File: src/m92_bus_pkg.sv
/*
  Bus cycle and memory region types for the main CPU bus controller.
  Addresses are V33 20-bit byte addresses; external ROM addresses are 24-bit.
*/
package m92_bus_pkg;

    // ============================================================
    // Address map
    // ============================================================
    localparam int ROM_ADDR_W = 24;

    localparam logic [19:0] ROM_FIXED_END = 20'h9FFFF;   // Last fixed ROM byte
    localparam logic [19:0] ROM_BANK_BASE = 20'hA0000;
    localparam logic [19:0] ROM_BANK_END  = 20'hAFFFF;
    localparam logic [ROM_ADDR_W-1:0] ROM_BANK_OFFSET = 24'h100000; // Bank 0 in ROM space
    localparam logic [19:0] RAM_BASE      = 20'hE0000;
    localparam logic [19:0] RAM_END       = 20'hEFFFF;
    localparam logic [19:0] VID_CTRL_ADDR = 20'hF9800;

    // ============================================================
    // Types
    // ============================================================
    typedef enum logic [2:0] {
        cyc_idle,
        cyc_io_read,
        cyc_io_write,
        cyc_mem_read,
        cyc_mem_write
    } bus_cycle_e;

    typedef enum logic [2:0] {
        rgn_rom_fixed,
        rgn_rom_banked,
        rgn_work_ram,
        rgn_video_ctrl,
        rgn_unmapped
    } mem_region_e;

    // Raw V33 status pins
    typedef struct packed {
        logic        m_io;
        logic        r_w;
        logic        busst0;
        logic        busst1;
        logic        n_dstb;
        logic        n_bcyst;
        logic        n_ube;
        logic [19:0] addr;
    } cpu_status_t;

    typedef struct packed {
        bus_cycle_e            cycle;
        mem_region_e           region;
        logic [19:0]           addr;
        logic [1:0]            lanes;    // {high, low}
        logic [ROM_ADDR_W-1:0] rom_addr;
    } bus_req_t;

endpackage

File: src/m92_read_mux.sv
/*
  CPU read data select and ready line.
  Anything not decoded returns 0xFFFF, like an undriven bus.
*/
`timescale 1ns/10ps

module m92_read_mux
    import m92_bus_pkg::*;
(
    input  bus_req_t    req,
    input  logic [15:0] rom_data,
    input  logic [15:0] ram_data,
    input  logic [15:0] io_data,
    input  logic        rom_busy,
    output logic [15:0] cpu_din,
    output logic        n_ready
);

    always_comb begin
        case (req.cycle)
            cyc_io_read: cpu_din = io_data;
            cyc_mem_read: begin
                case (req.region)
                    rgn_rom_fixed, rgn_rom_banked: cpu_din = rom_data;
                    rgn_work_ram:                  cpu_din = ram_data;
                    default:                       cpu_din = 16'hFFFF;
                endcase
            end
            default: cpu_din = 16'hFFFF;
        endcase
    end

    // Only ROM fetches stretch the cycle
    assign n_ready = rom_busy;

endmodule

File: config.mk
export PLATFORM = sky130hd
export DESIGN_NAME = m92_read_mux
export DESIGN_NICKNAME = d
export VERILOG_FILES = /design/src/m92_bus_pkg.sv /design/src/m92_read_mux.sv
export SDC_FILE = /design/constraint.sdc
export NUM_CORES = 1
export LEC_CHECK = 0
export BUFFER_PORTS_ARGS = -buffer_cell sky130_fd_sc_hd__buf_2
export CAP_MARGIN = 20
export CORE_MARGIN = 5
export CORE_UTILIZATION = 23
export DETAILED_ROUTE_END_ITERATION = 10
export MAX_ROUTING_LAYER = met4
export PLACE_DENSITY = 0.95
export SYNTH_ARGS = -nofsm -noshare
export SYNTH_HDL_FRONTEND = slang
export SYNTH_SLANG_ARGS = --single-unit
File: constraint.sdc
create_clock -name vclk -period 0.9
set_input_delay 0.045 -clock vclk [all_inputs]
set_output_delay 0.045 -clock vclk [all_outputs]
set_load 0.02 [all_outputs]
==> flow_metrics.tcl <==
set metrics [dict create \
    outcome "completed" \
    drv_slew 0 \
    drtPass1Iterations 4 \
    synth_nets 161 \
    nClkBuffers 0 \
    cpPeakStageDelay_ps 260 \
    wirelength_mm 2.07 \
    overflow 0 \
    wl_per_cell_um 13.4 \
    powerDensity_nw_per_um2 455 \
    drive_gt1_share_pct 70.9 \
    die_w_um 56.5 \
    fin_cells 154 \
    ff_latch_area_um2 0 \
    nets 230 \
    diodes 0 \
    dp_cells 153 \
    dieArea_um2 3190 \
    syn_to_final_growth_pct 81.1 \
    die_h_um 56.5 \
    yosysSeqAreaShare_pct 0 \
    fin_crit_ps 871 \
    yosys.area.top_type_share_pct 30.2 \
    min_to "n_ready" \
    hp-class "primary input to output port" \
    vdd_drop_max_v 0.000239 \
    core_area_um2 2000 \
    fmax_ghz 1.15 \
    place_area_um2 867 \
    worstSetupPathType "primary input to output port" \
    final_antenna_net_count 0 \
    synth.distinct_cells 12 \
    ys_top_cells_by_area "o221ai_2 (30%), nand2b_1 (20%), nand3_1 (16%), o221ai_1 (11%), buf_6 (4.5%)" \
    grt_pass1_vias 757 \
    maxCapViolCount 0 \
    vias 743 \
    crit_top_cell "buf_2" \
    layout_setup_ws_ps 28.6 \
    pre_cts_ws_ps -17.0 \
    end_kind "output port" \
    drc_errors 0 \
    finalSetupViolations 0 \
    min_from "rom_busy" \
    worst_pin_slew_ps 212 \
    viasPerCell 4.82 \
    initial_core_util_pct 24.8 \
    io_buffer_count 70 \
    whs_ps 90.0 \
    crit_slowest_cell "a211oi_4" \
    cp.required_ps 850 \
    crit_chain "buf_2, a211oi_4, buf_12, nand3_1, buf_2" \
    period_share_pct 96.8 \
    setup.worst_path.start_class "primary input" \
    final_area_um2 900 \
    grt_use_total_pct 12.4 \
    rsz0062_at_grt "yes" \
    total_leakage_power_nw 0.388 \
    netlist_area_um2 497 \
    postSynthAreaPerCell_um2 8.28 \
    seq_cell_count 0 \
    yosys_warnings 0 \
    io_pins 118 \
    row_count 16 \
    crit_fanout 16 \
    gp_congestion 0.786 \
    hold_violations 0 \
    grt_pass1_wl_mm 3.32 \
    syn_inst 60 \
    drt_iter0_markers 21 \
    antenna_found_initial 0 \
    cts_hold_buffers 0 \
    maxSlewHeadroom_pct 85.8 \
    holdPathStages 0 \
    arrival_ps 830 \
    yosysTopAreaCell "o221ai_2" \
    grt_max_degree 24 \
    final.setup.tns_ps 0 \
]
==> worst max path at each step <==
stage	to	from	cells past startpoint	slack, ps
3_3_place_gp	cpu_din[12]	req[50]	5	-3
5_1_grt	cpu_din[6]	req[48]	5	-40
6_report	cpu_din[6]	req[48]	5	30
4_1_cts	cpu_din[11]	req[46]	5	-6
2_1_floorplan	cpu_din[0]	req[47]	6	50
3_5_place_dp	cpu_din[11]	req[50]	5	-20
==> logic make-up after synthesis <==
kind of cell	Yosys count	share of synthesized area, %
simple gates	33	39.0
compound gates	17	44.8
buf+inv	10	16.1
==> through the flow <==
step,util (%),total power [mW]
after floorplan,-,0.220
after global placement,43.3,0.389
after detailed placement,43.3,0.394
after CTS,43.8,0.400
after global routing,44.9,0.448
final,44.9,0.410
==> power by group <==
| group | leakage (nW) | internal, mW | switching (mW) |
|---|---|---|---|
| Combinational | 0.388 | 0.208 | 0.202 |
| Sequential | 0 | 0 | 0 |
| Clock | 0 | 0 | 0 |
==> worst max-delay path: cells and delay by family <==
kind | cells | cell delay [ps]
AND/OR/NAND/NOR | 1 | 70
buffers and inverters | 3 | 440
AO/OA/AOI/OAI | 1 | 260
==> cell usage in the layout, fill, tap and decap left out <==
master    Yosys  routed
nand3_1      16      16
a211oi_4      1       1
nand2b_1     16      16
clkbuf_4      0       1
o221ai_1      6       4
buf_2         3      69
o221ai_2     10      12
nand2b_4      1       2
buf_4         2       2
inv_1         1       1
buf_12        1       2
buf_6         2       1
==> routing by layer <==
metal	vias to the layer above	part of all wire [%]	track usage, %
li1	373	-	-
met4	0	0	0.678
met3	0	13	2.98
met5	-	0	-
met1	327	39	13.5
met2	43	48	23.4
==> repair_timing <==
action / CTS / global route
resized for setup: 2 / 3
gates cloned: 0 / 1
pin swaps: 1 / 0
setup endpoints to repair: 7 / 16
buffers inserted: 0 / 0
==> area by class of cell <==
type / instances / area [µm²]
fillers: 220 / 1100
multi-input cells: 51 / 443
repair buffers: 75 / 419
well taps: 27 / 33.8
inverters: 1 / 3.75
==> Yosys cell counts <==
master	n
nand3_1	16
buf_6	2
nand2b_1	16
a211oi_4	1
nand2b_4	1
o221ai_1	6
clkbuf_1	1
inv_1	1
buf_4	2
buf_12	1
buf_2	3
o221ai_2	10
No activity file was read; power rests on OpenSTA's default activity.
