$ cat src/m92_bus_pkg.sv
/*
  Bus cycle and memory region types for the main CPU bus controller.
  Addresses are V33 20-bit byte addresses; external ROM addresses are 24-bit.
*/
package m92_bus_pkg;

    // ============================================================
    // Address map
    // ============================================================
    localparam int ROM_ADDR_W = 24;

    localparam logic [19:0] ROM_FIXED_END = 20'h9FFFF;   // Last fixed ROM byte
    localparam logic [19:0] ROM_BANK_BASE = 20'hA0000;
    localparam logic [19:0] ROM_BANK_END  = 20'hAFFFF;
    localparam logic [ROM_ADDR_W-1:0] ROM_BANK_OFFSET = 24'h100000; // Bank 0 in ROM space
    localparam logic [19:0] RAM_BASE      = 20'hE0000;
    localparam logic [19:0] RAM_END       = 20'hEFFFF;
    localparam logic [19:0] VID_CTRL_ADDR = 20'hF9800;

    // ============================================================
    // Types
    // ============================================================
    typedef enum logic [2:0] {
        cyc_idle,
        cyc_io_read,
        cyc_io_write,
        cyc_mem_read,
        cyc_mem_write
    } bus_cycle_e;

    typedef enum logic [2:0] {
        rgn_rom_fixed,
        rgn_rom_banked,
        rgn_work_ram,
        rgn_video_ctrl,
        rgn_unmapped
    } mem_region_e;

    // Raw V33 status pins
    typedef struct packed {
        logic        m_io;
        logic        r_w;
        logic        busst0;
        logic        busst1;
        logic        n_dstb;
        logic        n_bcyst;
        logic        n_ube;
        logic [19:0] addr;
    } cpu_status_t;

    typedef struct packed {
        bus_cycle_e            cycle;
        mem_region_e           region;
        logic [19:0]           addr;
        logic [1:0]            lanes;    // {high, low}
        logic [ROM_ADDR_W-1:0] rom_addr;
    } bus_req_t;

endpackage

$ cat src/m92_bus_decode.sv
/*
  V33 bus cycle and region decode with ROM address translation.
  rom_start is a single-cycle pulse in the cycle where n_bcyst falls
  during a ROM memory read.
*/
`timescale 1ns/10ps

module m92_bus_decode
    import m92_bus_pkg::*;
(
    input  logic        clk_sys,
    input  logic        reset_n,
    input  cpu_status_t status,
    input  logic [3:0]  bank,
    output bus_req_t    req,
    output logic        rom_start
);

    logic        n_bcyst_prev;
    logic        rom_read;
    logic [19:0] word_addr;

    assign word_addr = {status.addr[19:1], 1'b0};

    always_comb begin
        // Cycle kind from the status pins
        if (!status.m_io && !status.r_w && !status.busst1 && status.busst0 && !status.n_dstb) begin
            req.cycle = cyc_io_write;
        end else if (!status.m_io && status.r_w && !status.busst1 && status.busst0) begin
            req.cycle = cyc_io_read;
        end else if (status.m_io && !status.r_w && !status.busst1 && status.busst0
                     && !status.n_dstb) begin
            req.cycle = cyc_mem_write;
        end else if (status.m_io && status.r_w && !status.busst1) begin
            req.cycle = cyc_mem_read;
        end else begin
            req.cycle = cyc_idle;
        end

        req.rom_addr = {4'h0, word_addr};
        if (status.addr <= ROM_FIXED_END) begin
            req.region = rgn_rom_fixed;
        end else if (status.addr >= ROM_BANK_BASE && status.addr <= ROM_BANK_END) begin
            req.region   = rgn_rom_banked;
            req.rom_addr = ROM_BANK_OFFSET + {4'h0, bank, status.addr[15:1], 1'b0};
        end else if (status.addr >= RAM_BASE && status.addr <= RAM_END) begin
            req.region = rgn_work_ram;
        end else if (word_addr == VID_CTRL_ADDR) begin
            req.region = rgn_video_ctrl;
        end else begin
            req.region = rgn_unmapped;
        end

        req.addr  = status.addr;
        req.lanes = {~status.n_ube, ~status.addr[0]};
    end

    always_ff @(posedge clk_sys or negedge reset_n) begin
        if (!reset_n) begin
            n_bcyst_prev <= 1'b1;
        end else begin
            n_bcyst_prev <= status.n_bcyst;
        end
    end

    assign rom_read  = (req.cycle == cyc_mem_read)
                     && (req.region == rgn_rom_fixed || req.region == rgn_rom_banked);
    assign rom_start = rom_read && !status.n_bcyst && n_bcyst_prev;   // Falling edge only

endmodule

$ cat config.mk
export PLATFORM = sky130hd
export DESIGN_NAME = m92_bus_decode
export DESIGN_NICKNAME = d
export VERILOG_FILES = /design/src/m92_bus_pkg.sv /design/src/m92_bus_decode.sv
export SDC_FILE = /design/constraint.sdc
export NUM_CORES = 1
export LEC_CHECK = 0
export ABC_AREA = 1
export BUFFER_PORTS_ARGS = -buffer_cell sky130_fd_sc_hd__buf_2
export CAP_MARGIN = 20
export CORE_MARGIN = 2
export CORE_UTILIZATION = 30
export DETAILED_ROUTE_END_ITERATION = 10
export PLACE_DENSITY = 0.88
export SYNTH_ARGS = -nofsm -noshare
export SYNTH_HDL_FRONTEND = slang
export SYNTH_SLANG_ARGS = --single-unit
export TNS_END_PERCENT = 100
$ cat constraint.sdc
create_clock -name clk_sys -period 1.1 [get_ports clk_sys]
set_clock_uncertainty 0.1 [all_clocks]
set_input_delay 0.22 -clock clk_sys [delete_from_list [all_inputs] [get_ports clk_sys]]
set_output_delay 0.22 -clock clk_sys [all_outputs]
set_load 0.01 [all_outputs]
==> flow_metrics.tcl <==
set metrics [dict create \
    initialDrtViolationCount 3 \
    track_usage_pct 12.80 \
    power_mw 0.4692 \
    registers.top_by_ff_count "n_bcyst_prev" \
    hold_viol_final 0 \
    mostFrequentLayoutCell "sky130_fd_sc_hd__buf_2" \
    synth.cell_area_sq_um 599.3 \
    finish.net_count 199 \
    die_area_sq_um 2371 \
    synth_top_flop_cell "sky130_fd_sc_hd__dfstp_2" \
    crit_path_start_kind "primary input" \
    cts_setup_buffers 0 \
    setup_viol 10 \
    insertedDiodeCount 0 \
    gp_routability_congestion 0.6564 \
    clock_power_share_pct 0 \
    synth_sequential_area_ratio_pct 4.384 \
    path_clk_slew_ps 0 \
    post_route_cells_drive_above_1_share_pct 85.37 \
    globalRoute.totalOverflow 0 \
    critical_path_class "primary input to primary output" \
    drcViolationCount 0 \
    placed_cells_incl_taps 192 \
    post_drt_wl_per_cell_um 9.675 \
    power.share.combinational_pct 91.2 \
    largest_register_ffs 1 \
    grt_pass1_vias 667 \
    detailed_place_hpwl_um 1330 \
    worstPathArrival_ps 900 \
    biggestRegsByFlops "n_bcyst_prev: 1 flops" \
    synth_area_per_cell_sq_um 5.708 \
    grt_pass1_wl_um 2628 \
    setup-tns-final_ps -644.3 \
    leakagePower_nw 0.6688 \
    boundaryPins 86 \
    timing.critical_path.to_type "primary output" \
    drtPass1Iterations 3 \
    drt-total-wl_um 1848 \
    ys_warn_count 0 \
    run_status "finished with violations" \
    start_util_pct 31.18 \
    postSynth.asyncResetShare_pct 100.0 \
    fmaxAchievable_mhz 816.7 \
    areaGrowthSynthToFinish_pct 92.90 \
    layout.cells.most_common_list "sky130_fd_sc_hd__buf_2 (63), sky130_fd_sc_hd__buf_6 (14), sky130_fd_sc_hd__buf_4 (12)" \
    postSynthCellCount 105 \
    dieHeight_um 48.70 \
    finalCriticalPeriod_ps 1224 \
    max_slew_vio_count 0 \
    pwr-share-seq_pct 8.8 \
    fp-row-count 16 \
    crit_required_ps 780 \
    layout.cells.non_filler 191 \
    timing.final.crit_share_pct 111.3 \
    power.share.switching_pct 44.21 \
    dieWidth_um 48.70 \
    critical_path.max_fanout 2 \
    drtAntennaViolNets 0 \
    violations "negative setup slack" \
    intPower_mw 0.2618 \
    netlist_cell_types 17 \
    total_switching_power_mw 0.2074 \
    drv_cap 0 \
    grt_antenna_before_repair 0 \
    io_buffer_count 81 \
    yosys_register_bits 1 \
    setup_repair_after_global_routing_missed_its_margin "true" \
    peakVddDrop_mv 0.2758 \
    largest_net_degree_at_the_start_of_global_routing 5 \
    edff_count_synth 0 \
    avgViaCountPerCell 4.021 \
    routed-via-count 768 \
    min-delay-path-class "primary input to async pin" \
    postLayoutSetupSlackWorst_ps -124.4 \
    pwr_density_cell_nw_per_um2 405.9 \
    fp.coreArea_sq_um 1922 \
]
-- worst paths after layout --
path	slack [ps]	end	depth (start not counted)	startpoint
min in group clk_sys	260	n_bcyst_prev	1	status[21]
max in group asynchronous	820	n_bcyst_prev	1	reset_n
max	-120	req[50]	5	status[22]
min	60	n_bcyst_prev	1	reset_n
-- cell families after synthesis --
kind of cell | synth area share (%)
other | 0.6257
buffers and inverters | 60.75
AOI/OAI and AO/OA | 3.340
DFF | 4.385
and+or+nand+nor | 30.90
-- synthesized netlist by cell type, drive strengths merged (3+ instances only) --
master / count / share of area (%)
nand3: 3 / 2.5
nand2: 18 / 12
buf: 39 / 49
nor2: 18 / 13
inv: 19 / 12
-- layout make-up --
class / instances / area [sq um]
inverters: 19 / 83.83
flip-flops and latches: 1 / 26.28
repair buffers: 95 / 653.1
well taps: 27 / 33.78
multi-input cells: 49 / 359.1
fillers: 189 / 765.7
-- layer usage --
metal	global-route usage, %	vias up	part of all wire [%]
met1	13.13	337	35
li1	-	388	-
met4	0	0	0
met3	0	0	6.7
met2	29.22	43	58
met5	0	-	0
-- repair_timing --
| action | in CTS | in global routing |
|---|---|---|
| hold buffers | 0 | 0 |
| endpoints found under the setup margin | 12 | 11 |
| hold endpoints to repair | 0 | 0 |
| pin swaps | 24 | 21 |
| gates resized for setup | 44 | 38 |
-- critical path, stage by stage --
cell	delay [ps]
sky130_fd_sc_hd__buf_2	100
sky130_fd_sc_hd__nor2_1	80
sky130_fd_sc_hd__nand2_1	110
sky130_fd_sc_hd__o31ai_2	220
sky130_fd_sc_hd__buf_2	180
-- power by group through the flow --
stage                     Sequential [mW]  Combinational [mW]  Clock (mW)
after floorplan                    0.0410               0.215           0
after global placement             0.0410               0.313           0
after detailed placement           0.0411               0.319           0
after CTS                          0.0415               0.375           0
after global routing               0.0416               0.460           0
final                              0.0415               0.428           0
-- metrics by stage --
| stage | instance area (sq um) | worst slack, ps | hold WS (ps) | util (%) |
|---|---|---|---|---|
| after floorplan | 625.6 | -51.98 | -27.84 | - |
| after global placement | 884.6 | -176.7 | 54.46 | 46.03 |
| after detailed placement | 884.6 | -166.4 | 56.64 | 46.03 |
| after CTS | 1021 | -154.4 | 56.64 | 53.13 |
| after global routing | 1156 | -169.4 | 60.26 | 60.16 |
| final | 1156 | -124.4 | 59.91 | 60.16 |
Power figures use the tool's default switching activity.
