## src/m92_bus_pkg.sv

```systemverilog
/*
  Bus cycle and memory region types for the main CPU bus controller.
  Addresses are V33 20-bit byte addresses; external ROM addresses are 24-bit.
*/
package m92_bus_pkg;

    // ============================================================
    // Address map
    // ============================================================
    localparam int ROM_ADDR_W = 24;

    localparam logic [19:0] ROM_FIXED_END = 20'h9FFFF;   // Last fixed ROM byte
    localparam logic [19:0] ROM_BANK_BASE = 20'hA0000;
    localparam logic [19:0] ROM_BANK_END  = 20'hAFFFF;
    localparam logic [ROM_ADDR_W-1:0] ROM_BANK_OFFSET = 24'h100000; // Bank 0 in ROM space
    localparam logic [19:0] RAM_BASE      = 20'hE0000;
    localparam logic [19:0] RAM_END       = 20'hEFFFF;
    localparam logic [19:0] VID_CTRL_ADDR = 20'hF9800;

    // ============================================================
    // Types
    // ============================================================
    typedef enum logic [2:0] {
        cyc_idle,
        cyc_io_read,
        cyc_io_write,
        cyc_mem_read,
        cyc_mem_write
    } bus_cycle_e;

    typedef enum logic [2:0] {
        rgn_rom_fixed,
        rgn_rom_banked,
        rgn_work_ram,
        rgn_video_ctrl,
        rgn_unmapped
    } mem_region_e;

    // Raw V33 status pins
    typedef struct packed {
        logic        m_io;
        logic        r_w;
        logic        busst0;
        logic        busst1;
        logic        n_dstb;
        logic        n_bcyst;
        logic        n_ube;
        logic [19:0] addr;
    } cpu_status_t;

    typedef struct packed {
        bus_cycle_e            cycle;
        mem_region_e           region;
        logic [19:0]           addr;
        logic [1:0]            lanes;    // {high, low}
        logic [ROM_ADDR_W-1:0] rom_addr;
    } bus_req_t;

endpackage

```

## src/m92_rom_fetch.sv

```systemverilog
/*
  Program ROM word fetch over the AXI4-Lite read channels.
  One read in flight at a time; busy holds the CPU until the word is latched.
  Read responses are not checked, rresp has no effect.
*/
`timescale 1ns/10ps

module m92_rom_fetch
    import m92_bus_pkg::*;
(
    input  logic                  clk_sys,
    input  logic                  reset_n,
    input  logic                  rom_start,
    input  bus_req_t              req,
    output logic [ROM_ADDR_W-1:0] araddr,
    output logic                  arvalid,
    input  logic                  arready,
    input  logic [15:0]           rdata,
    input  logic [1:0]            rresp,
    input  logic                  rvalid,
    output logic                  rready,
    output logic [15:0]           rom_data,
    output logic                  busy
);

    typedef enum logic [1:0] {
        st_idle,
        st_addr,
        st_data
    } fetch_state_e;

    fetch_state_e state;

    always_ff @(posedge clk_sys or negedge reset_n) begin
        if (!reset_n) begin
            state   <= st_idle;
            arvalid <= 1'b0;
            rready  <= 1'b0;
        end else begin
            case (state)
                st_idle: if (rom_start) begin
                    arvalid <= 1'b1;
                    state   <= st_addr;
                end
                st_addr: if (arready) begin    // AR handshake
                    arvalid <= 1'b0;
                    rready  <= 1'b1;
                    state   <= st_data;
                end
                st_data: if (rvalid) begin     // R handshake
                    rready <= 1'b0;
                    state  <= st_idle;
                end
                default: state <= st_idle;
            endcase
        end
    end

    // Address and data capture
    always_ff @(posedge clk_sys) begin
        if (state == st_idle && rom_start) araddr <= req.rom_addr;
        if (state == st_data && rvalid) rom_data <= rdata;
    end

    assign busy = (state != st_idle);

endmodule

```

## config.mk

```make
export PLATFORM = sky130hd
export DESIGN_NAME = m92_rom_fetch
export DESIGN_NICKNAME = d
export VERILOG_FILES = /design/src/m92_bus_pkg.sv /design/src/m92_rom_fetch.sv
export SDC_FILE = /design/constraint.sdc
export NUM_CORES = 1
export LEC_CHECK = 0
export BUFFER_PORTS_ARGS = -buffer_cell sky130_fd_sc_hd__buf_2
export CORE_MARGIN = 2
export CORE_UTILIZATION = 30
export CTS_CLUSTER_DIAMETER = 200
export CTS_CLUSTER_SIZE = 10
export DETAILED_ROUTE_END_ITERATION = 8
export GPL_TIMING_DRIVEN = 0
export PLACE_DENSITY = 0.68
export SYNTH_ARGS = -nofsm -noshare
export SYNTH_HDL_FRONTEND = slang
export SYNTH_SLANG_ARGS = --single-unit
```

## constraint.sdc

```tcl
create_clock -name clk_sys -period 1.66 [get_ports clk_sys]
set_input_delay 0.498 -clock clk_sys [delete_from_list [all_inputs] [get_ports clk_sys]]
set_output_delay 0.498 -clock clk_sys [all_outputs]
set_load 0.01 [all_outputs]
```

==> impl_results.md, run 1 <==
- Power per Cell Area: 1220 nW/µm²
- Initial DRC Count: 48
- Register-to-Register Path Depth: 2
- Sequential share of the synthesized area: 93.5%
- First-pass iteration count of the detailed router: 3
- Slowest cell on crit path: dfrtp_2
- Max frequency: 0.623 GHz
- Hold Crit Endpoint: rom_data[0]
- Max-cap violations: 0
- FILL cells: 397
- First-pass GRT wire length: 3.70 mm
- Final setup violation count: 0
- Hold path depth: 1
- Initial antenna violation count: 0
- Share of cells above drive strength 1: 63.4%
- WP data required: 1160 ps
- CP Launch Type: register
- Worst-path clk slew: 80 ps
- Largest net degree at the start of global routing: 25
- Post-Syn Area per Cell: 22.4 µm²
- CTS tree: yes
- Synthesized Nets: 137
- Synth cell types: 14
- Port Buffer Count: 87
- Worst hold path type: input port to register
- Routed wire per std cell: 11.6 µm
- Number of remaining DRC errors: 0
- Clock Sinks: 44
- Vias/cell: 4.19
- Overall routing resource usage: 9.66%
- Worst Path Arrival: 1110 ps
- Cell breakdown of the critical path: or2_1 > buf_2
- FF-to-FF setup slack: 130 ps
- Slew HR: 49.5%
- Final clock skew: 5.82 ps
- Worst skew pair latency: 290 ps
- Final core utilization: 45.8%
- Final hold vios: 0
- Measured slew at the worst slew-check pin: 756 ps
- Reg-to-reg endpoint: araddr[21]
- Cell area after layout: 2020 µm²
- HP Start: rdata[0]
- VDD IR max: 0.456 mV
- Most common cell after layout, fill and taps aside: buf_2
- # diodes: 0
- Yosys reg bits: 44
- Buffers and inverters on the worst path: 1
- Delay-heaviest family, CP: flip-flops
- WL final: 2.48 mm
- Routed Antenna Nets: 0
- P_leak: 0.870 nW
- Crit path largest cell delay: 400 ps
- Most frequent cells in the layout: buf_2 (87), edfxtp_1 (40), clkbuf_8 (5)
- Yosys Warn Count: 0
- Worst setup path category: register to output port
- Area after DPL: 1900 µm²
- Max clock buf depth: 2
- Height of the chip: 72.1 µm
- IO Pins: 118
- Reg-to-Reg Start: state[0]
- P&R area growth vs syn: 45.2%
- Crit. End Element: output port
- RSZ-0062 raised after global routing: false
- Die area: 5200 µm²
- Core Rows: 24
- Setup_tns: 0 ps
- GRT overflow: 0
- H-tree depth: 2
- Routed via count: 892
- Final worst-path cycle share: 96.7%
- Core area: 4410 µm²
- # nets final: 235
- Slew Limit Fails: 0
- Cell area after synthesis: 1390 µm²
- Vias in the first global route: 856
- CTS Buf Count: 5
- Chip Width: 72.1 µm
- Outcome: finished, final reports clean
- Min cycle time layout: 1610 ps
- RePlAce Congestion: 0.769
- Crit-path max FO: 2
- Post-Syn Instances: 62
- Root Buffer: clkbuf_8
- Initial core utilization: 31.5%
-- per-stage QoR --
step / instances / setup WS [ps] / hold slack (ps) / total power, mW
CTS: 213 / 33.3 / 367 / 2.50
finish: 213 / 54.2 / 379 / 2.46
floorplan: 62 / 14.0 / 202 / 1.63
global placement: 201 / -365 / 309 / 1.82
global route: 213 / 0.457 / 358 / 2.60
detailed placement: 201 / -376 / 310 / 1.83
-- area by class of cell --
| cell class | instances | area (µm²) | share of cell area, % |
|---|---|---|---|
| Sequential cell | 44 | 1300 | 64.5 |
| Timing Repair Buffer | 91 | 468 | 23.2 |
| Multi-Input combinational cell | 15 | 86.3 | 4.27 |
| Clock buffer | 5 | 68.8 | 3.41 |
| Tap cell | 52 | 65.1 | 3.22 |
| Clock inverter | 3 | 18.8 | 0.929 |
| Inverter | 3 | 11.3 | 0.557 |
-- cell usage after synthesis --
cell,number,area (µm²)
a21oi_1,2,10.0
dfrtp_1,4,100
edfxtp_1,40,1200
inv_1,2,7.51
inv_2,1,3.75
mux2i_1,1,10.0
nand2_1,2,7.51
nor2_1,4,15.0
nor2_2,1,6.26
nor2b_1,1,6.26
o21ai_0,1,5.00
o21ai_1,1,5.00
o31ai_1,1,7.51
or2_1,1,6.26
-- worst max-delay path by stage --
| stage | from | end | slack (ps) | cells past startpoint |
|---|---|---|---|---|
| after floorplan | rvalid | rom_data[0] | 10 | 2 |
| after global placement | rvalid | rom_data[2] | -360 | 3 |
| after detailed placement | rvalid | rom_data[2] | -380 | 3 |
| after CTS | state[0] | busy | 30 | 2 |
| after global routing | state[0] | rom_data[7] | 0.5 | 2 |
| final | state[0] | busy | 50 | 2 |
-- layer usage --
metal  global-route usage, %  part of all wire [%]
met1                    10.0                    39
met2                    15.3                    44
met3                    5.42                    17
met4                    5.66                  0.32
met5                       0                     0
-- logic make-up (layout without fill, tap and decap cells) --
kind of cell / count (synthesis) / in the layout / share of synthesized area, %
buf+inv: 3 / 102 / 0.809
compound gates: 5 / 5 / 1.98
simple gates: 9 / 9 / 2.97
flops: 44 / 44 / 93.5
mux: 1 / 1 / 0.719
-- sequential cells by signal, indices dropped and copies added, names as in the netlist --
signal / flops
araddr: 24
rom_data: 16
state: 2
arvalid: 1
rready: 1
-- report_power, final --
part           internal [mW]  total [mW]  switching (mW)
logic                  0.175       0.412           0.237
clock network          0.293       0.631           0.338
registers               1.38        1.42          0.0403
-- repair_timing --
item,CTS,global route
endpoints found under the setup margin,17,0
buffers inserted,3,0
hold endpoints to repair,4,0
hold buffers,1,0
resized for setup,2,0
Note: power is estimated with default switching activity, not from simulation.
==> run 2, diff against run 1 <==
- CORE_MARGIN: 2 -> default
==> run 2 against run 1 <==
Compared with the run above:
- sequential share of layout area is 0.097 points lower
- total power increased by 0.23%
- combinational power increased by 1%
- cell count did not move
- sequential power barely moved
- global-route usage rose by 0.94 points
- clock power fell by 2%
- largest power group unchanged
==> impl_results.md, run 2 (synthesis gave the netlist of run 1 again) <==
- Outcome: finished, final reports clean
- Routed via count: 902 (+1.1%)
- Overall routing resource usage: 10.6% (+0.94 points)
- Power per Cell Area: 1220 nW/µm² (about the same)
- Worst skew pair latency: 290 ps (about the same)
- Hold Crit Endpoint: araddr[10]
- # diodes: 0 (unchanged)
- Most frequent cells in the layout: buf_2 (87), edfxtp_1 (40), clkbuf_8 (5)
- Area of the multi-input gates: 93.8 µm² (+8.7%)
- Slew HR: 58.3% (+8.7 points)
- H-tree depth: 2 (unchanged)
- CP Launch Type: register
- Sequential cell area: 1300 µm² (about the same)
- Worst hold path type: input port to register
- CTS tree: yes
- Largest registers: araddr: 24 flops, rom_data: 16 flops, state: 2 flops
- Post-DP HPWL: 1.85 mm
- Most common cell after layout, fill and taps aside: buf_2
- Final worst-path cycle share: 96.7% (about the same)
- Root Buffer: clkbuf_8
- VDD IR max: 0.458 mV (+0.47%)
- Clock Sinks: 44 (unchanged)
- WL final: 2.52 mm (+2.0%)
- FF-to-FF setup slack: 120 ps (about the same)
- Largest net degree at the start of global routing: 25 (unchanged)
- Min cycle time layout: 1600 ps (-1.12 ps)
- Reg-to-Reg Start: state[1]
- Initial core utilization: 31.5% (unchanged)
- Initial antenna violation count: 0 (unchanged)
- Chip Width: 70.1 µm (-2.8%)
- Routed wire per std cell: 11.8 µm (+2.0%)
- Final hold vios: 0 (unchanged)
- Setup_tns: 0 ps (unchanged)
- CTS Buf Count: 5 (unchanged)
- Hold path depth: 1 (unchanged)
- First-pass GRT wire length: 3.80 mm (+2.6%)
- P_leak: 0.861 nW (-1.1%)
- Largest Register: araddr
- P&R area growth vs syn: 45.6%
- Cell breakdown of the critical path: or2_4 > buf_2
- Crit path largest cell delay: 440 ps (+40 ps)
- Cell area after layout: 2030 µm² (+0.25%)
- IO Pins: 118 (unchanged)
- Final clock skew: 5.45 ps (-0.372 ps)
- Worst setup path category: register to output port
- WP data required: 1160 ps (about the same)
- Crit-path max FO: 5 (+3)
- Share of cells above drive strength 1: 63.4% (unchanged)
- Worst-path clk slew: 80 ps (about the same)
- GRT overflow: 0 (unchanged)
- Die area: 4910 µm² (-5.5%)
- Reg-to-reg endpoint: araddr[11]
- Crit. End Element: output port
- Max-cap violations: 0 (unchanged)
- Number of remaining DRC errors: 0 (unchanged)
- RePlAce Congestion: 0.804 (+4.6%)
- Height of the chip: 70.1 µm (-2.8%)
- Register-to-Register Path Depth: 2 (unchanged)
- Initial DRC Count: 42 (-13%)
- Max reg flops: 24 (unchanged)
- # nets final: 235 (unchanged)
- Measured slew at the worst slew-check pin: 625 ps (-132 ps)
- Port Buffer Count: 87 (unchanged)
- Worst Path Arrival: 1110 ps (about the same)
- Slew Limit Fails: 0 (unchanged)
- Slowest cell on crit path: dfrtp_2
- HP Start: req[10]
- Final setup violation count: 0 (unchanged)
- Vias/cell: 4.23 (+1.1%)
- Core area: 4410 µm² (unchanged)
- Max frequency: 0.623 GHz (about the same)
- Routed Antenna Nets: 0 (unchanged)
- Vias in the first global route: 840 (-1.9%)
- Core Rows: 24 (unchanged)
- First-pass iteration count of the detailed router: 3 (unchanged)
- Max clock buf depth: 2 (unchanged)
- RSZ-0062 raised after global routing: false
- Area after DPL: 1900 µm² (unchanged)
- FILL cells: 422 (+6.3%)
run 2: area by class of cell:
class	instances	share of cell area, %
inverters	3	0.556
multi-input cells	15	4.63
well taps	52	3.21
clock buffers	6	3.58
clock inverters	2	0.556
flip-flops and latches	44	64.4
repair buffers	91	23.1
run 2: critical path, delay by kind of cell, from the launching register on:
kind / cells / cell delay (ps)
buffers and inverters: 1 / 140
DFF: 1 / 440
and+or+nand+nor: 1 / 250
run 2: report_power, final:
part | leakage [nW] | switching [mW] | total (mW) | internal [mW]
sequential | 0.416 | 0.0484 | 1.43 | 1.38
clock | 0.0388 | 0.330 | 0.621 | 0.291
combinational | 0.407 | 0.234 | 0.418 | 0.184
run 2: how the worst max path moves through the flow:
stage	start	end	depth (start not counted)
5_1_grt	state[1]	busy	2
4_1_cts	state[1]	busy	2
2_1_floorplan	rvalid	rom_data[0]	2
3_3_place_gp	rvalid	rom_data[0]	3
3_5_place_dp	rvalid	rom_data[10]	3
6_report	state[1]	busy	2
run 2: what timing repair did:
| action | 4_1_cts | 5_1_grt |
|---|---|---|
| endpoints found under the hold margin | 4 | 0 |
| buffers inserted | 2 | 1 |
| endpoints found under the setup margin | 17 | 17 |
| resized for setup | 2 | 3 |
| hold buffers | 1 | 0 |
run 2: metrics by stage:
step | util [%] | instances | hold WS (ps) | power, mW | setup WS [ps]
floorplan | - | 62 | 202 | 1.63 | 14.0
global placement | 43.0 | 201 | 309 | 1.82 | -384
detailed placement | 43.0 | 201 | 308 | 1.83 | -474
CTS | 45.5 | 212 | 369 | 2.48 | 9.38
global route | 45.9 | 213 | 362 | 2.58 | 16.4
finish | 45.9 | 213 | 380 | 2.47 | 55.3
run 2: layer usage:
metal / part of all wire, % / GRT usage [%] / up-vias
met5: 0 / 0 / -
met4: 2.3 / 6.00 / 0
met3: 13 / 5.92 / 6
met2: 44 / 16.7 / 69
met1: 41 / 11.2 / 398
li1: - / - / 429
==> run 3, diff against run 2 <==
- ABC_AREA: default -> 1
- SETUP_SLACK_MARGIN: default -> 0.5
==> run 3 against run 2 <==
Compared with the run above:
- fmax is 13% higher
- clock power is 25% higher
- hold slack better by 0.53 ps
- global-route usage is 1.6 points higher
- worst setup slack better by 180 ps
- area after synthesis is 0.99% lower
- via count is 1.8% higher
- count of clock-buffer cells in the layout stayed put
- die area is 0.95% lower
- utilization is 3.7 points higher
- first-iteration DRC count is 24% higher
- largest cell class unchanged
==> impl_results.md, run 3 <==
- H-tree depth: 2 (unchanged)
- Hold_ws: 380 ps (+0.531 ps)
- Worst hold path type: input port to register
- Buffers and inverters on the worst path: 2 (+1)
- Switching power total: 0.855 mW (+40%)
- Cell area after synthesis: 1380 µm² (-0.99%)
- Final setup violation count: 0 (unchanged)
- Power Total: 3.15 mW (+28%)
- IO Pins: 118 (unchanged)
- Hold path depth: 1 (unchanged)
- Part of the power in combinational logic: 26.6% (+9.6 points)
- Async set or reset register ratio after synthesis: 9.09% (unchanged)
- Die area: 4870 µm² (-0.95%)
- Routed via count: 918 (+1.8%)
- Overall routing resource usage: 12.2% (+1.6 points)
- Switching share of power: 27.1% (+2.3 points)
- Port Buffer Count: 87 (unchanged)
- Yosys reg bits: 44 (unchanged)
- Worst skew pair latency: 290 ps (about the same)
- Crit. End Element: output port
- Core Rows: 24 (unchanged)
- Height of the chip: 69.8 µm (-0.48%)
- Vias in the first global route: 944 (+12%)
- Most common cell after layout, fill and taps aside: buf_2
- Delay-heaviest family, CP: flip-flops
- Largest Register: araddr
- Initial antenna violation count: 0 (unchanged)
- Clock Power Share: 24.6% (-0.6 points)
- VDD IR max: 0.761 mV (+66%)
- Ys flop type: edfxtp_1
- Top cells by count, synth: edfxtp_1 (40), nand2_1 (7), dfrtp_1 (4)
- Largest cells by area after synthesis: edfxtp_1 (87%), dfrtp_1 (7.3%), nand2_1 (1.9%), nand3_2 (1.5%), o21ai_1 (0.73%)
- Post-Syn Area per Cell: 23.0 µm² (+2.3%)
- Routed Antenna Nets: 0 (unchanged)
- Worst-path clk slew: 80 ps (about the same)
- Sequential share of the synthesized area: 94.5% (+0.93 points)
- Fin cells: 221 (+3.8%)
- Worst setup path category: register to output port
- Final worst-path cycle share: 85.7% (-11 points)
- Measured slew at the worst slew-check pin: 175 ps (-450 ps)
- Critical Path Source: state[1]
- Share of cells above drive strength 1: 67.5% (+4.1 points)
- Initial DRC Count: 52 (+24%)
- Initial core utilization: 31.4% (-0.098 points)
- FF-to-FF setup slack: 300 ps (+180 ps)
- Placed cells: 199 (-1.0%)
- Internal: 2.30 mW (+24%)
- Post-DP HPWL: 2.01 mm (+8.6%)
- Min cycle time layout: 1420 ps (-182 ps)
- Max frequency: 0.703 GHz (+13%)
- Slew Limit Fails: 0 (unchanged)
- Max-cap violations: 0 (unchanged)
- Largest registers: araddr: 24 flops, rom_data: 16 flops, state: 2 flops
- Power per Cell Area: 1450 nW/µm² (+19%)
- Outcome: finished, final reports clean
- WL final: 2.90 mm (+15%)
- Chip Width: 69.8 µm (-0.48%)
- Cell breakdown of the critical path: inv_2 > nand2_1 > buf_2
- CP Launch Type: register
- Synth cell types: 8 (-6)
- Setup_tns: 0 ps (unchanged)
- Crit-path max FO: 3 (-2)
- Post-Syn Instances: 60 (-3.2%)
- RePlAce Congestion: 0.762 (-5.3%)
- Vias/cell: 4.15 (-1.9%)
- Core area: 4380 µm² (-0.68%)
- Final hold vios: 0 (unchanged)
- WP data required: 1160 ps (about the same)
- # diodes: 0 (unchanged)
- Register-to-Register Path Depth: 7 (+5)
- CP Capture Point: busy
- Number of synthesized flops with an enable pin: 40 (unchanged)
- # nets final: 243 (+3.4%)
- Synthesized Nets: 135 (-1.5%)
- Slowest cell on crit path: dfrtp_1
- Sequential share of power: 48.8% (-9.1 points)
- Yosys Warn Count: 0 (unchanged)
- Worst Path Arrival: 920 ps (-190 ps)
- Routed wire per std cell: 13.1 µm (+11%)
- GRT overflow: 0 (unchanged)
- Final core utilization: 49.6% (+3.7 points)
- Reg-to-reg endpoint: rom_data[3]
- First-pass iteration count of the detailed router: 4 (+1)
- Final clock skew: 6.11 ps (+0.661 ps)
- P_leak: 0.923 nW (+7.1%)
- Area leader, netlist: edfxtp_1
- CTS tree: yes
- Clock Sinks: 44 (unchanged)
- RSZ-0062 raised after global routing: true
- CTS Buf Count: 5 (unchanged)
- Slew HR: 88.3% (+30 points)
- Area of the multi-input gates: 81.3 µm² (-13%)
- P&R area growth vs syn: 57.8%
- Most common cell in the netlist: edfxtp_1
- Max clock buf depth: 2 (unchanged)
- Max reg flops: 24 (unchanged)
- Reg-to-Reg Start: state[0]
- First-pass GRT wire length: 4.37 mm (+15%)
- Crit path largest cell delay: 400 ps (-40 ps)
- Number of remaining DRC errors: 0 (unchanged)
- Largest net degree at the start of global routing: 14 (-44%)
- Stages on the worst setup path: 3 (+1)
- Root Buffer: clkbuf_8
- Most frequent cells in the layout: buf_2 (87), edfxtp_1 (40), nand2_1 (7)
- FILL cells: 391 (-7.3%)
- Top-area cell type share of the netlist area: 87.2% (+0.86 points)
- Sequential cell area: 1300 µm² (-0.19%)
==> run 3: cell count changes after synthesis, moves of 2 or more <==
cell	before	now
nand2_1	2	7
nor2_1	4	0
a21oi_1	2	0
nand3_2	0	2
==> run 3: area by class of cell <==
class / count / share of cell area (%)
Sequential cell: 44 / 59.9
Timing Repair Buffer: 98 / 26.4
Multi-Input combinational cell: 12 / 3.74
Clock buffer: 6 / 3.34
Tap cell: 52 / 2.99
Clock inverter: 2 / 1.61
Inverter: 4 / 1.04
Timing Repair inverter: 3 / 1.04
==> run 3: metrics by stage <==
| stage | cell area, µm² | setup slack [ps] |
|---|---|---|
| after floorplan | 1400 | 396 |
| after detailed placement | 1900 | 83.5 |
| after global routing | 2170 | 175 |
| after CTS | 2130 | 171 |
| after global placement | 1900 | 158 |
| final | 2170 | 237 |
==> run 3: kinds of logic after synthesis <==
logic type	count (synthesis)	synth area share (%)
compound gates	2	0.727
buf+inv	4	1.09
flops	44	94.5
simple gates	10	3.72
==> run 3: worst min path at each step <==
stage,from,end,slack (ps)
2_1_floorplan,reset_n,arvalid,200
3_3_place_gp,reset_n,rready,300
3_5_place_dp,reset_n,state[1],310
4_1_cts,req[8],araddr[8],370
5_1_grt,req[18],araddr[18],360
6_report,req[8],araddr[8],380
==> run 3: metal layers <==
| metal | share of wire (%) | vias up | global-route usage [%] |
|---|---|---|---|
| met2 | 54 | 39 | 21.3 |
| met1 | 37 | 435 | 13.0 |
| met4 | 1.6 | 0 | 6.00 |
| li1 | - | 439 | - |
| met5 | 0 | - | 0 |
| met3 | 7.1 | 5 | 4.07 |
==> run 3: power groups by stage <==
stage / clock (mW) / sequential (mW) / combinational (mW)
after floorplan: 0 / 1.67 / 0.203
after global placement: 0 / 1.57 / 0.567
after detailed placement: 0 / 1.58 / 0.591
after CTS: 0.801 / 1.54 / 0.778
after global routing: 0.852 / 1.56 / 0.909
final: 0.777 / 1.54 / 0.838
==> run 3: timing repair <==
item	in CTS	in global routing
buffers inserted	6	3
hold endpoints to repair	4	0
hold buffers	1	0
cloned	4	0
endpoints found under the setup margin	83	83
pin swaps	1	1
resized for setup	5	2
