--- config.mk ---
export PLATFORM = sky130hd
export DESIGN_NAME = m92_io_regs
export DESIGN_NICKNAME = d
export VERILOG_FILES = /design/src/m92_bus_pkg.sv /design/src/m92_io_pkg.sv /design/src/m92_io_regs.sv
export SDC_FILE = /design/constraint.sdc
export NUM_CORES = 1
export LEC_CHECK = 0
export BUFFER_PORTS_ARGS = -buffer_cell sky130_fd_sc_hd__buf_2
export CORE_MARGIN = 2
export CORE_UTILIZATION = 37
export DETAILED_ROUTE_END_ITERATION = 12
export PLACE_DENSITY = 0.92
export SETUP_SLACK_MARGIN = 0.5
export SLEW_MARGIN = 20
export SYNTH_ARGS = -nofsm -noshare
export SYNTH_HDL_FRONTEND = slang
export SYNTH_SLANG_ARGS = --single-unit
--- constraint.sdc ---
create_clock -name clk_sys -period 3.84 [get_ports clk_sys]
set_input_delay 0.768 -clock clk_sys [delete_from_list [all_inputs] [get_ports clk_sys]]
set_output_delay 0.768 -clock clk_sys [all_outputs]
set_load 0.005 [all_outputs]
--- src/m92_bus_pkg.sv ---
/*
  Bus cycle and memory region types for the main CPU bus controller.
  Addresses are V33 20-bit byte addresses; external ROM addresses are 24-bit.
*/
package m92_bus_pkg;

    // ============================================================
    // Address map
    // ============================================================
    localparam int ROM_ADDR_W = 24;

    localparam logic [19:0] ROM_FIXED_END = 20'h9FFFF;   // Last fixed ROM byte
    localparam logic [19:0] ROM_BANK_BASE = 20'hA0000;
    localparam logic [19:0] ROM_BANK_END  = 20'hAFFFF;
    localparam logic [ROM_ADDR_W-1:0] ROM_BANK_OFFSET = 24'h100000; // Bank 0 in ROM space
    localparam logic [19:0] RAM_BASE      = 20'hE0000;
    localparam logic [19:0] RAM_END       = 20'hEFFFF;
    localparam logic [19:0] VID_CTRL_ADDR = 20'hF9800;

    // ============================================================
    // Types
    // ============================================================
    typedef enum logic [2:0] {
        cyc_idle,
        cyc_io_read,
        cyc_io_write,
        cyc_mem_read,
        cyc_mem_write
    } bus_cycle_e;

    typedef enum logic [2:0] {
        rgn_rom_fixed,
        rgn_rom_banked,
        rgn_work_ram,
        rgn_video_ctrl,
        rgn_unmapped
    } mem_region_e;

    // Raw V33 status pins
    typedef struct packed {
        logic        m_io;
        logic        r_w;
        logic        busst0;
        logic        busst1;
        logic        n_dstb;
        logic        n_bcyst;
        logic        n_ube;
        logic [19:0] addr;
    } cpu_status_t;

    typedef struct packed {
        bus_cycle_e            cycle;
        mem_region_e           region;
        logic [19:0]           addr;
        logic [1:0]            lanes;    // {high, low}
        logic [ROM_ADDR_W-1:0] rom_addr;
    } bus_req_t;

endpackage

--- src/m92_io_pkg.sv ---
/*
  I/O port map and input/control bundles of the main CPU.
  Port addresses are word aligned; only the low 8 address bits decode.
*/
package m92_io_pkg;

    // ============================================================
    // Port addresses
    // ============================================================
    localparam logic [7:0] PORT_P1P2  = 8'h00;
    localparam logic [7:0] PORT_FLAGS = 8'h02;   // Read: flags, write: system control
    localparam logic [7:0] PORT_DIPS  = 8'h04;
    localparam logic [7:0] PORT_BANK  = 8'h20;

    // Player buttons are active high here, the ports invert them
    typedef struct packed {
        logic [9:0]  p1;
        logic [9:0]  p2;
        logic [1:0]  coin;
        logic [1:0]  start;
        logic [23:0] dip_sw;
    } player_in_t;

    // Bit 0 of the flag byte is coin_lock0, bit 5 is bank_hi
    typedef struct packed {
        logic bank_hi;
        logic brq_n;
        logic cblk;
        logic soft_flip_n;
        logic coin_lock1;
        logic coin_lock0;
    } sys_ctrl_t;

endpackage

--- src/m92_io_regs.sv ---
/*
  System flag, ROM bank and video control registers, and the input ports.
  Writes land on every clock of a matching write cycle.
  Port reads are combinational; unused ports read as all ones.
*/
`timescale 1ns/10ps

module m92_io_regs
    import m92_bus_pkg::*;
    import m92_io_pkg::*;
(
    input  logic        clk_sys,
    input  logic        reset_n,
    input  bus_req_t    req,
    input  logic [15:0] cpu_dout,
    input  player_in_t  players,
    input  logic        kick_harness,
    output logic [15:0] io_data,
    output sys_ctrl_t   sys_ctrl,
    output logic [3:0]  bank,
    output logic        flip,
    output logic [15:0] vid_ctrl
);

    logic [7:0] port;
    logic [7:0] p1_byte;
    logic [7:0] p2_byte;

    // Bit 6 is the kick button, only wired on the kick harness
    function automatic logic [7:0] player_byte(input logic [9:0] p, input logic kick);
        return {p[4], p[5], p[6] & kick, 1'b0, p[3], p[2], p[1], p[0]};
    endfunction

    assign port    = {req.addr[7:1], 1'b0};
    assign p1_byte = player_byte(players.p1, kick_harness);
    assign p2_byte = player_byte(players.p2, kick_harness);

    always_ff @(posedge clk_sys or negedge reset_n) begin
        if (!reset_n) begin
            sys_ctrl <= '0;
            bank     <= 4'h0;
            vid_ctrl <= 16'h0000;
        end else begin
            if (req.cycle == cyc_io_write && port == PORT_FLAGS) begin
                sys_ctrl <= sys_ctrl_t'(cpu_dout[5:0]);
            end
            if (req.cycle == cyc_io_write && port == PORT_BANK) begin
                bank <= cpu_dout[3:0];
            end
            if (req.cycle == cyc_mem_write && req.region == rgn_video_ctrl) begin
                vid_ctrl <= cpu_dout;
            end
        end
    end

    // Flag bit 2 drives the soft flip line inverted, as on the board
    assign flip = ~sys_ctrl.soft_flip_n ^ ~players.dip_sw[8];

    always_comb begin
        case (port)
            PORT_P1P2:  io_data = {~p2_byte, ~p1_byte};
            PORT_FLAGS: io_data = {~players.dip_sw[23:16], 4'hF, ~players.coin, ~players.start};
            PORT_DIPS:  io_data = ~players.dip_sw[15:0];
            default:    io_data = 16'hFFFF;
        endcase
    end

endmodule

==> flow_metrics.py, run 1 <==
metrics = {
    "run_status": {
        "status": "finished, final reports clean",
    },
    "clock_network": {
        "clockBufferDepth": 2,
        "cts.hold.buffers_added": 0,
        "cts_sinks": 26,
        "cts_resized": 0,
        "cts_tree": "built",
        "cts-root-buf": "clkbuf_8",
        "htree_levels": 1,
        "postCtsSetupRepairBufs": 0,
        "cts_buffers": 3,
        "clkTransAtPathRegs_ps": 80,
        "clk_latency_ps": 260,
    },
    "floorplanning": {
        "num_rows": 22,
        "die-area_mm2": 0.00449,
        "initial_utilization": 0.392,
        "die_h_um": 67.0,
        "die_w_um": 67.0,
        "io_pins": 162,
        "core_mm2": 0.00374,
    },
    "final_layout": {
        "final_cell_count_no_fill": 292,
        "antenna-diode-count": 0,
        "area_growth_pct": 44.8,
        "final_util": 0.568,
        "nNetsFinal": 364,
        "drive_gt1_frac": 0.611,
    },
    "global_routing": {
        "grt_max_degree": 27,
        "grt_antenna_before_repair": 0,
        "overflow": 0,
        "grt_pass1_vias": 1327,
        "grt_pass1_wl_um": 6080,
        "grt_usage": 0.177,
    },
    "worst_hold_path": {
        "hold_path.class": "input port to async pin",
    },
    "synthesis": {
        "yosysUniqueCellTypes": 29,
        "ys_seq_area_frac": 0.443,
        "yosysWarnings": 0,
        "ys_ff_latch": 26,
        "netlist.area_leader.share": 0.443,
        "yosys.area.top_type": "dfrtp_1",
        "avgSynthCellArea_um2": 11.1,
        "syn_area_mm2": 0.00147,
        "ys_top_cells_by_area": "dfrtp_1 44%, mux2_2 14%, mux2i_1 6.8%, mux2_1 4.6%, mux2_4 4.1%",
        "synth_nets": 251,
        "syn_inst": 132,
    },
    "critical_path": {
        "worstSetupPathType": "input port to output port",
        "ff2ff_path_depth": 1,
        "startpoint_type": "input port",
        "endpoint_kind": "output port",
        "required_ps": 3070,
        "path_max_fanout": 11,
        "cp.arrival_ps": 2360,
    },
    "sta": {
        "slew_violations": 0,
        "setup_tns_ps": 0,
        "fin_worst_skew_ps": 0,
        "worstMarginPinSlew_ps": 677,
        "setup_viol": 0,
        "max_freq_ghz": 0.320,
        "rsz0062_at_grt": "false",
        "fin_crit_ps": 3120,
        "finalHoldViolCount": 0,
        "finalCritPeriodShare": 0.814,
        "max-slew-margin-rel": 0.547,
    },
    "power": {
        "p_per_area_mw_per_mm2": 304,
        "p_leak_nw": 1.16,
        "peakVddDrop_mv": 0.255,
        "power.total_uw": 648,
    },
    "place": {
        "dp.cells": 288,
        "hpwl_um": 3190,
        "io_buffers": 116,
        "routabilityCongestion": 0.819,
    },
    "detailed_routing": {
        "wl_um": 3880,
        "vias": 1395,
        "viasPerCell": 4.78,
        "ant_nets": 0,
        "initialDrtViolationCount": 41,
        "wl_per_cell_um": 13.3,
        "firstDrtPassIters": 3,
        "drc": 0,
    },
    "job": {
        "max_cap_violations": 0,
    },
}
final cells by class:
class                      instances  area, um2
fill                             346       1620
multi-input combinational         95        766
timing repair buffer             117        588
tap                               48       60.1
sequential                        26        651
clock buffer                       4       55.1
inverter                           2       7.51
stage by stage:
stage | hold slack (ps) | worst slack [ps] | cell area, um2
after floorplan | 472 | 1170 | 1470
after global placement | 464 | 708 | 2070
after detailed placement | 474 | 732 | 2070
after CTS | 494 | 728 | 2130
after global routing | 518 | 597 | 2130
final | 481 | 715 | 2130
state kept, by name (all words and copies together), names as in the netlist:
signal,flops
vid_ctrl,16
bank,4
sys_ctrl,6
per-layer routing:
| layer | wire (um) | GRT usage |
|---|---|---|
| met5 | 0 | 0 |
| met2 | 2010 | 0.309 |
| met3 | 188 | 0.0253 |
| met1 | 1630 | 0.223 |
| met4 | 44 | 0.0561 |
cells in the mapped netlist:
cell type,number
or4_4,2
or2_2,1
nand3_1,1
mux2_1,6
nor2b_1,2
and2_1,7
mux2i_1,10
or3b_2,1
a2111oi_0,1
o31ai_1,1
buf_1,1
buf_2,1
inv_1,2
nand2_1,8
nand2b_1,2
xor2_1,1
o21ai_1,7
mux2_2,18
nor4_4,1
mux2_4,4
nor2_1,11
clkbuf_1,5
buf_6,2
and2_0,3
nor3_1,2
o21ai_0,4
o2bb2ai_1,1
nand4b_1,1
dfrtp_1,26
worst max-delay path: stages:
cell,delay [ps]
buf_2,100
or4_4,580
nor2_1,550
o21ai_0,190
buf_2,170
cells by family (layout without fill, tap and decap cells):
family                 count (synthesis)  count (layout)  share of synthesized area
multiplexers                          38              38                      0.293
AO/OA/AOI/OAI                         14              14                     0.0545
buffers and inverters                 11             123                     0.0392
XOR/XNOR                               1               1                    0.00596
AND/OR/NAND/NOR                       42              42                      0.164
flip-flops                            26              26                      0.443
layout by cell type (no fill, tap or decap):
cell type / instances
mux2_1: 6
nor3_2: 1
dfrtp_1: 26
nor2b_1: 2
nand2_1: 8
nand3_1: 1
buf_2: 116
o21ai_0: 4
inv_1: 2
nor2_1: 11
nand4b_1: 1
nor4_4: 1
or2_2: 1
o2bb2ai_1: 1
o21ai_1: 7
nand2b_1: 2
mux2_4: 4
mux2_2: 18
and2_0: 3
and2_1: 7
a2111oi_0: 1
clkbuf_8: 4
buf_4: 1
xor2_1: 1
nor3_1: 1
or3b_2: 1
o31ai_1: 1
or4_4: 2
mux2i_1: 10
report_power, final:
group          switching, mW  internal, mW  leakage [nW]
sequential            0.0170         0.309         0.343
clock                 0.0765        0.0914        0.0288
combinational         0.0634        0.0903         0.786
path summary, 6_finish.rpt:
| check | from | end | slack, ps |
|---|---|---|---|
| max | req[32] | io_data[1] | 720 |
| min | reset_n | vid_ctrl[11] | 480 |
| max reg2reg | sys_ctrl[2] | sys_ctrl[2] | 3050 |
| min reg2reg | sys_ctrl[4] | sys_ctrl[4] | 490 |
| max in group asynchronous | reset_n | vid_ctrl[0] | 2980 |
| min in group clk_sys | sys_ctrl[4] | sys_ctrl[4] | 490 |
Note: power is estimated with default switching activity, not from simulation.
==> run 2, diff against run 1 <==
--- a/config.mk
+++ b/config.mk
@@ -7,9 +7,9 @@
 export LEC_CHECK = 0
 export BUFFER_PORTS_ARGS = -buffer_cell sky130_fd_sc_hd__buf_2
 export CORE_MARGIN = 2
-export CORE_UTILIZATION = 37
+export CORE_UTILIZATION = 34
 export DETAILED_ROUTE_END_ITERATION = 12
-export PLACE_DENSITY = 0.92
+export PLACE_DENSITY = 0.86
 export SETUP_SLACK_MARGIN = 0.5
 export SLEW_MARGIN = 20
 export SYNTH_ARGS = -nofsm -noshare
==> constraint.sdc (replaced) <==
create_clock -name clk_sys -period 2.9 [get_ports clk_sys]
set_input_delay 0.58 -clock clk_sys [delete_from_list [all_inputs] [get_ports clk_sys]]
set_output_delay 0.58 -clock clk_sys [all_outputs]
set_load 0.005 [all_outputs]
==> flow_metrics.py, run 2 (synthesis results as in run 1) <==
metrics = {
    "detailed_routing": {
        "wl_per_cell_um": 13.6,
        "ant_nets": 0,
        "initialDrtViolationCount": 45,
        "viasPerCell": 4.87,
        "wl_um": 4040,
        "drc": 0,
        "vias": 1445,
        "firstDrtPassIters": 5,
    },
    "critical_path": {
        "worstReg2RegEnd": "sys_ctrl[2]",
        "ff2ff_path_depth": 1,
        "cp.arrival_ps": 1760,
        "worstSetupPathType": "input port to output port",
        "path_max_fanout": 6,
        "crit_end": "io_data[4]",
        "reg2reg_from": "sys_ctrl[2]",
        "crit_top_cell": "buf_2",
        "crit_start": "req[33]",
        "endpoint_kind": "output port",
        "timing.critical_path.buf_inv": 2,
        "path_cells": "buf_2 -> or4_4 -> nor3_2 -> nand3_1 -> buf_2",
        "cp.depth": 5,
        "max_stage_delay_ps": 590,
        "required_ps": 2320,
        "startpoint_type": "input port",
        "r2r_slack_ps": 2100,
        "cp_slowest_cell": "or4_4",
        "cp_top_family": "simple AND/OR/NAND/NOR gates",
    },
    "clock_network": {
        "clkTransAtPathRegs_ps": 80,
        "clockBufferDepth": 2,
        "cts.hold.buffers_added": 0,
        "cts_tree": "built",
        "htree_levels": 1,
        "cts-root-buf": "clkbuf_8",
        "cts_buffers": 3,
        "cts_sinks": 26,
        "clk_latency_ps": 260,
    },
    "floorplanning": {
        "core_mm2": 0.00409,
        "initial_utilization": 0.359,
        "num_rows": 23,
        "die-area_mm2": 0.00486,
        "io_pins": 162,
        "die_w_um": 69.7,
        "die_h_um": 69.7,
    },
    "power": {
        "peakVddDrop_mv": 0.277,
        "p_per_area_mw_per_mm2": 384,
        "swShare": 0.252,
        "p_leak_nw": 1.17,
        "pwr-share-comb": 0.250,
        "internal_power_uw": 624,
        "sequentialPowerShare": 0.517,
        "pwr-share-clk": 0.233,
        "switching_power_uw": 210,
    },
    "global_routing": {
        "grt_antenna_before_repair": 0,
        "overflow": 0,
        "grt_util_met2": 0.286,
        "grt_util_met1": 0.186,
        "grt_max_degree": 27,
        "grt_pass1_wl_um": 6200,
        "grt_pass1_vias": 1340,
        "use_met3": 0.0378,
        "grt_busiest_layer": "met2",
        "grt_usage": 0.158,
    },
    "place": {
        "routabilityCongestion": 0.827,
        "hpwl_um": 3280,
        "io_buffers": 116,
    },
    "sta": {
        "slew_violations": 0,
        "setup_viol": 0,
        "fin_crit_ps": 2340,
        "finalHoldViolCount": 0,
        "setup_tns_ps": 0,
        "max_freq_ghz": 0.427,
        "hold_ws_ps": 303,
        "finalCritPeriodShare": 0.808,
        "rsz0062_at_grt": "true",
        "worstMarginPinSlew_ps": 574,
        "max-slew-margin-rel": 0.618,
        "fin_worst_skew_ps": 0,
    },
    "final_layout": {
        "largest-register": "vid_ctrl",
        "mostFrequentLayoutCell": "buf_2",
        "n_fill_cell": 391,
        "drive_gt1_frac": 0.628,
        "final_cell_mix": "117 x buf_2, 26 x dfrtp_1, 18 x mux2_2, 10 x mux2i_1, 10 x nor2_1",
        "antenna-diode-count": 0,
        "area_growth_pct": 48.0,
        "top_regs": "vid_ctrl: 16 flops, sys_ctrl: 6 flops, bank: 4 flops",
        "nNetsFinal": 368,
        "largest_register_ffs": 16,
    },
    "job": {
        "max_cap_violations": 0,
    },
    "run_status": {
        "status": "finished, final reports clean",
    },
    "worst_hold_path": {
        "hold_path.class": "input port to async pin",
    },
}
## run 2: worst min path at each step
stage                     start     endpoint  slack [ps]
detailed placement  sys_ctrl[1]  sys_ctrl[1]         470
global placement    sys_ctrl[1]  sys_ctrl[1]         460
finish                  reset_n  vid_ctrl[7]         300
floorplan               reset_n      bank[0]         280
CTS                     reset_n  vid_ctrl[7]         310
global route            reset_n  vid_ctrl[7]         350
## run 2: power by group through the flow
| stage | logic, mW | registers [mW] | clock network [mW] |
|---|---|---|---|
| floorplan | 0.0814 | 0.443 | 0 |
| global placement | 0.200 | 0.435 | 0 |
| detailed placement | 0.209 | 0.439 | 0 |
| CTS | 0.210 | 0.432 | 0.204 |
| global route | 0.229 | 0.439 | 0.220 |
| finish | 0.209 | 0.431 | 0.194 |
## run 2: per-stage QoR
| stage | power [mW] | area (um2) | setup slack (ps) | cells | utilization |
|---|---|---|---|---|---|
| floorplan | 0.524 | 1470 | 610 | 132 | - |
| global placement | 0.635 | 2090 | 445 | 292 | 0.511 |
| detailed placement | 0.648 | 2090 | 396 | 292 | 0.511 |
| CTS | 0.846 | 2140 | 486 | 295 | 0.524 |
| global route | 0.888 | 2170 | 486 | 297 | 0.532 |
| finish | 0.834 | 2170 | 558 | 297 | 0.532 |
## run 2: repair_timing
action	in CTS	in global routing
gates cloned	0	1
gates resized for setup	3	4
endpoints found under the setup margin	5	12
hold endpoints to repair	0	0
buffers inserted	0	1
pin swaps	0	2
## run 2: metal layers
layer | routed length (um) | vias up
li1 | - | 692
met5 | 0 | -
met2 | 2240 | 41
met3 | 177 | 6
met1 | 1570 | 706
met4 | 53 | 0
## run 2: final cells by class
type / instances / area [um2] / area share
Sequential cell: 26 / 651 / 0.299
Tap cell: 50 / 62.6 / 0.0288
Timing Repair Buffer: 121 / 616 / 0.283
Inverter: 2 / 7.51 / 0.00345
Clock buffer: 3 / 41.3 / 0.0190
Multi-Input combinational cell: 95 / 797 / 0.367
==> run 3, diff against run 2 <==
--- a/config.mk
+++ b/config.mk
@@ -7,9 +7,9 @@
 export LEC_CHECK = 0
 export BUFFER_PORTS_ARGS = -buffer_cell sky130_fd_sc_hd__buf_2
 export CORE_MARGIN = 2
-export CORE_UTILIZATION = 34
+export CORE_UTILIZATION = 31
 export DETAILED_ROUTE_END_ITERATION = 12
-export PLACE_DENSITY = 0.86
+export PLACE_DENSITY = 0.83
 export SETUP_SLACK_MARGIN = 0.5
 export SLEW_MARGIN = 20
 export SYNTH_ARGS = -nofsm -noshare
==> constraint.sdc (replaced) <==
create_clock -name clk_sys -period 1.9 [get_ports clk_sys]
set_input_delay 0.38 -clock clk_sys [delete_from_list [all_inputs] [get_ports clk_sys]]
set_output_delay 0.38 -clock clk_sys [all_outputs]
set_load 0.005 [all_outputs]
==> flow_metrics.py, run 3 (synthesis results as in run 1) <==
metrics = {
    "sta": {
        "max_freq_ghz": 0.494,
        "rsz0062_at_grt": "true",
        "finalHoldViolCount": 0,
        "worstMarginPinSlew_ps": 561,
        "finalCritPeriodShare": 1.06,
        "setup_viol": 16,
        "hold_ws_ps": 107,
        "slew_violations": 0,
        "setup_tns_ps": -1600,
        "fin_worst_skew_ps": 0,
        "fin_ws_ps": -122,
        "max-slew-margin-rel": 0.626,
        "fin_crit_ps": 2020,
    },
    "floorplanning": {
        "num_rows": 25,
        "die_h_um": 72.8,
        "core_mm2": 0.00463,
        "initial_utilization": 0.317,
        "die-area_mm2": 0.00530,
        "die_w_um": 72.8,
        "io_pins": 162,
    },
    "place": {
        "pre_cts_ws_ps": -229,
        "routabilityCongestion": 0.729,
        "io_buffers": 116,
        "hpwl_um": 3220,
        "place_area_mm2": 0.00221,
    },
    "critical_path": {
        "cp_slowest_cell": "or4_4",
        "ff2ff_path_depth": 1,
        "cp.arrival_ps": 1640,
        "crit_end": "io_data[14]",
        "crit_start": "req[30]",
        "r2r_slack_ps": 1090,
        "reg2reg_from": "sys_ctrl[2]",
        "startpoint_type": "input port",
        "max_stage_delay_ps": 550,
        "worstSetupPathType": "input port to output port",
        "path_cells": "buf_2 -> or4_4 -> buf_6 -> nor2_4 -> buf_6 -> o21ai_2 -> buf_2",
        "path_max_fanout": 6,
        "worstReg2RegEnd": "sys_ctrl[2]",
        "endpoint_kind": "output port",
        "required_ps": 1520,
    },
    "global_routing": {
        "grt_usage": 0.152,
        "grt_util_met1": 0.196,
        "overflow": 0,
        "use_met3": 0.0235,
        "grt_util_met2": 0.267,
        "grt_antenna_before_repair": 0,
        "grt_busiest_layer": "met2",
        "grt_max_degree": 27,
        "grt_pass1_wl_um": 6370,
        "grt_pass1_vias": 1420,
    },
    "detailed_routing": {
        "wl_um": 4240,
        "drc": 0,
        "initialDrtViolationCount": 46,
        "wl_per_cell_um": 13.7,
        "firstDrtPassIters": 4,
        "vias": 1473,
        "ant_nets": 0,
        "viasPerCell": 4.75,
    },
    "power": {
        "p_leak_nw": 1.26,
        "peakVddDrop_mv": 0.309,
        "p_per_area_mw_per_mm2": 550,
        "power.total_mw": 1.31,
    },
    "clock_network": {
        "cts_sinks": 26,
        "clkTransAtPathRegs_ps": 80,
        "clk_latency_ps": 250,
        "cts.hold.buffers_added": 0,
        "cts_buffers": 3,
        "clockBufferDepth": 2,
        "cts_tree": "built",
        "htree_levels": 1,
        "cts-root-buf": "clkbuf_8",
    },
    "final_layout": {
        "multi_input_area_um2": 893,
        "nNetsFinal": 377,
        "largest_register_ffs": 16,
        "seq_area_um2": 651,
        "largest-register": "vid_ctrl",
        "mostFrequentLayoutCell": "buf_2",
        "stdcell_area_mm2": 0.00239,
        "antenna-diode-count": 0,
        "area_growth_pct": 62.4,
        "n_fill_cell": 422,
        "top_regs": "vid_ctrl: 16 flops, sys_ctrl: 6 flops, bank: 4 flops",
        "final_cell_mix": "114 x buf_2, 26 x dfrtp_1, 13 x mux2_4, 10 x mux2i_1, 10 x nor2_1",
        "drive_gt1_frac": 0.691,
    },
    "run_status": {
        "violations": "setup timing",
        "status": "complete, but fails checks",
    },
    "worst_hold_path": {
        "hold_path.class": "input port to async pin",
    },
    "job": {
        "max_cap_violations": 0,
    },
}
==> run 3: worst max-delay path: cells and delay by family <==
family	cells	cell delay (ps)
AND/OR/NAND/NOR	2	660
buffers and inverters	4	540
AO/OA/AOI/OAI	1	60
==> run 3: power by group <==
part | internal [mW] | total, mW | leakage (nW) | switching [mW]
Clock | 0.141 | 0.289 | 0.0216 | 0.148
Sequential | 0.625 | 0.658 | 0.343 | 0.0332
Combinational | 0.220 | 0.364 | 0.894 | 0.145
==> run 3: worst min path at each step <==
stage | to | slack, ps | start
after floorplan | bank[0] | 80 | reset_n
after global placement | vid_ctrl[8] | 400 | reset_n
after detailed placement | bank[0] | 410 | reset_n
after CTS | vid_ctrl[8] | 120 | reset_n
after global routing | vid_ctrl[11] | 160 | reset_n
final | bank[0] | 110 | reset_n
==> run 3: repair_timing <==
item	in CTS	in global routing
gates cloned	1	0
gates resized for setup	15	14
endpoints found under the setup margin	26	26
pin swaps	4	2
setup buffers	1	0
==> run 3: final cells by class <==
cell class	instances	share of cell area
Tap cell	54	0.0283
Timing Repair Buffer	130	0.304
Inverter	2	0.00315
Multi-Input combinational cell	95	0.374
Sequential cell	26	0.273
Clock buffer	3	0.0173
==> run 3: layer usage <==
metal  share of wire  wire, um
met1            0.42      1800
met4          0.0092        39
met2            0.52      2200
met3           0.049       206
met5               0         0
==> run 3: metrics by stage <==
stage | util | cells
floorplan | - | 132
global placement | 0.478 | 305
detailed placement | 0.478 | 305
CTS | 0.502 | 310
global route | 0.515 | 310
finish | 0.515 | 310
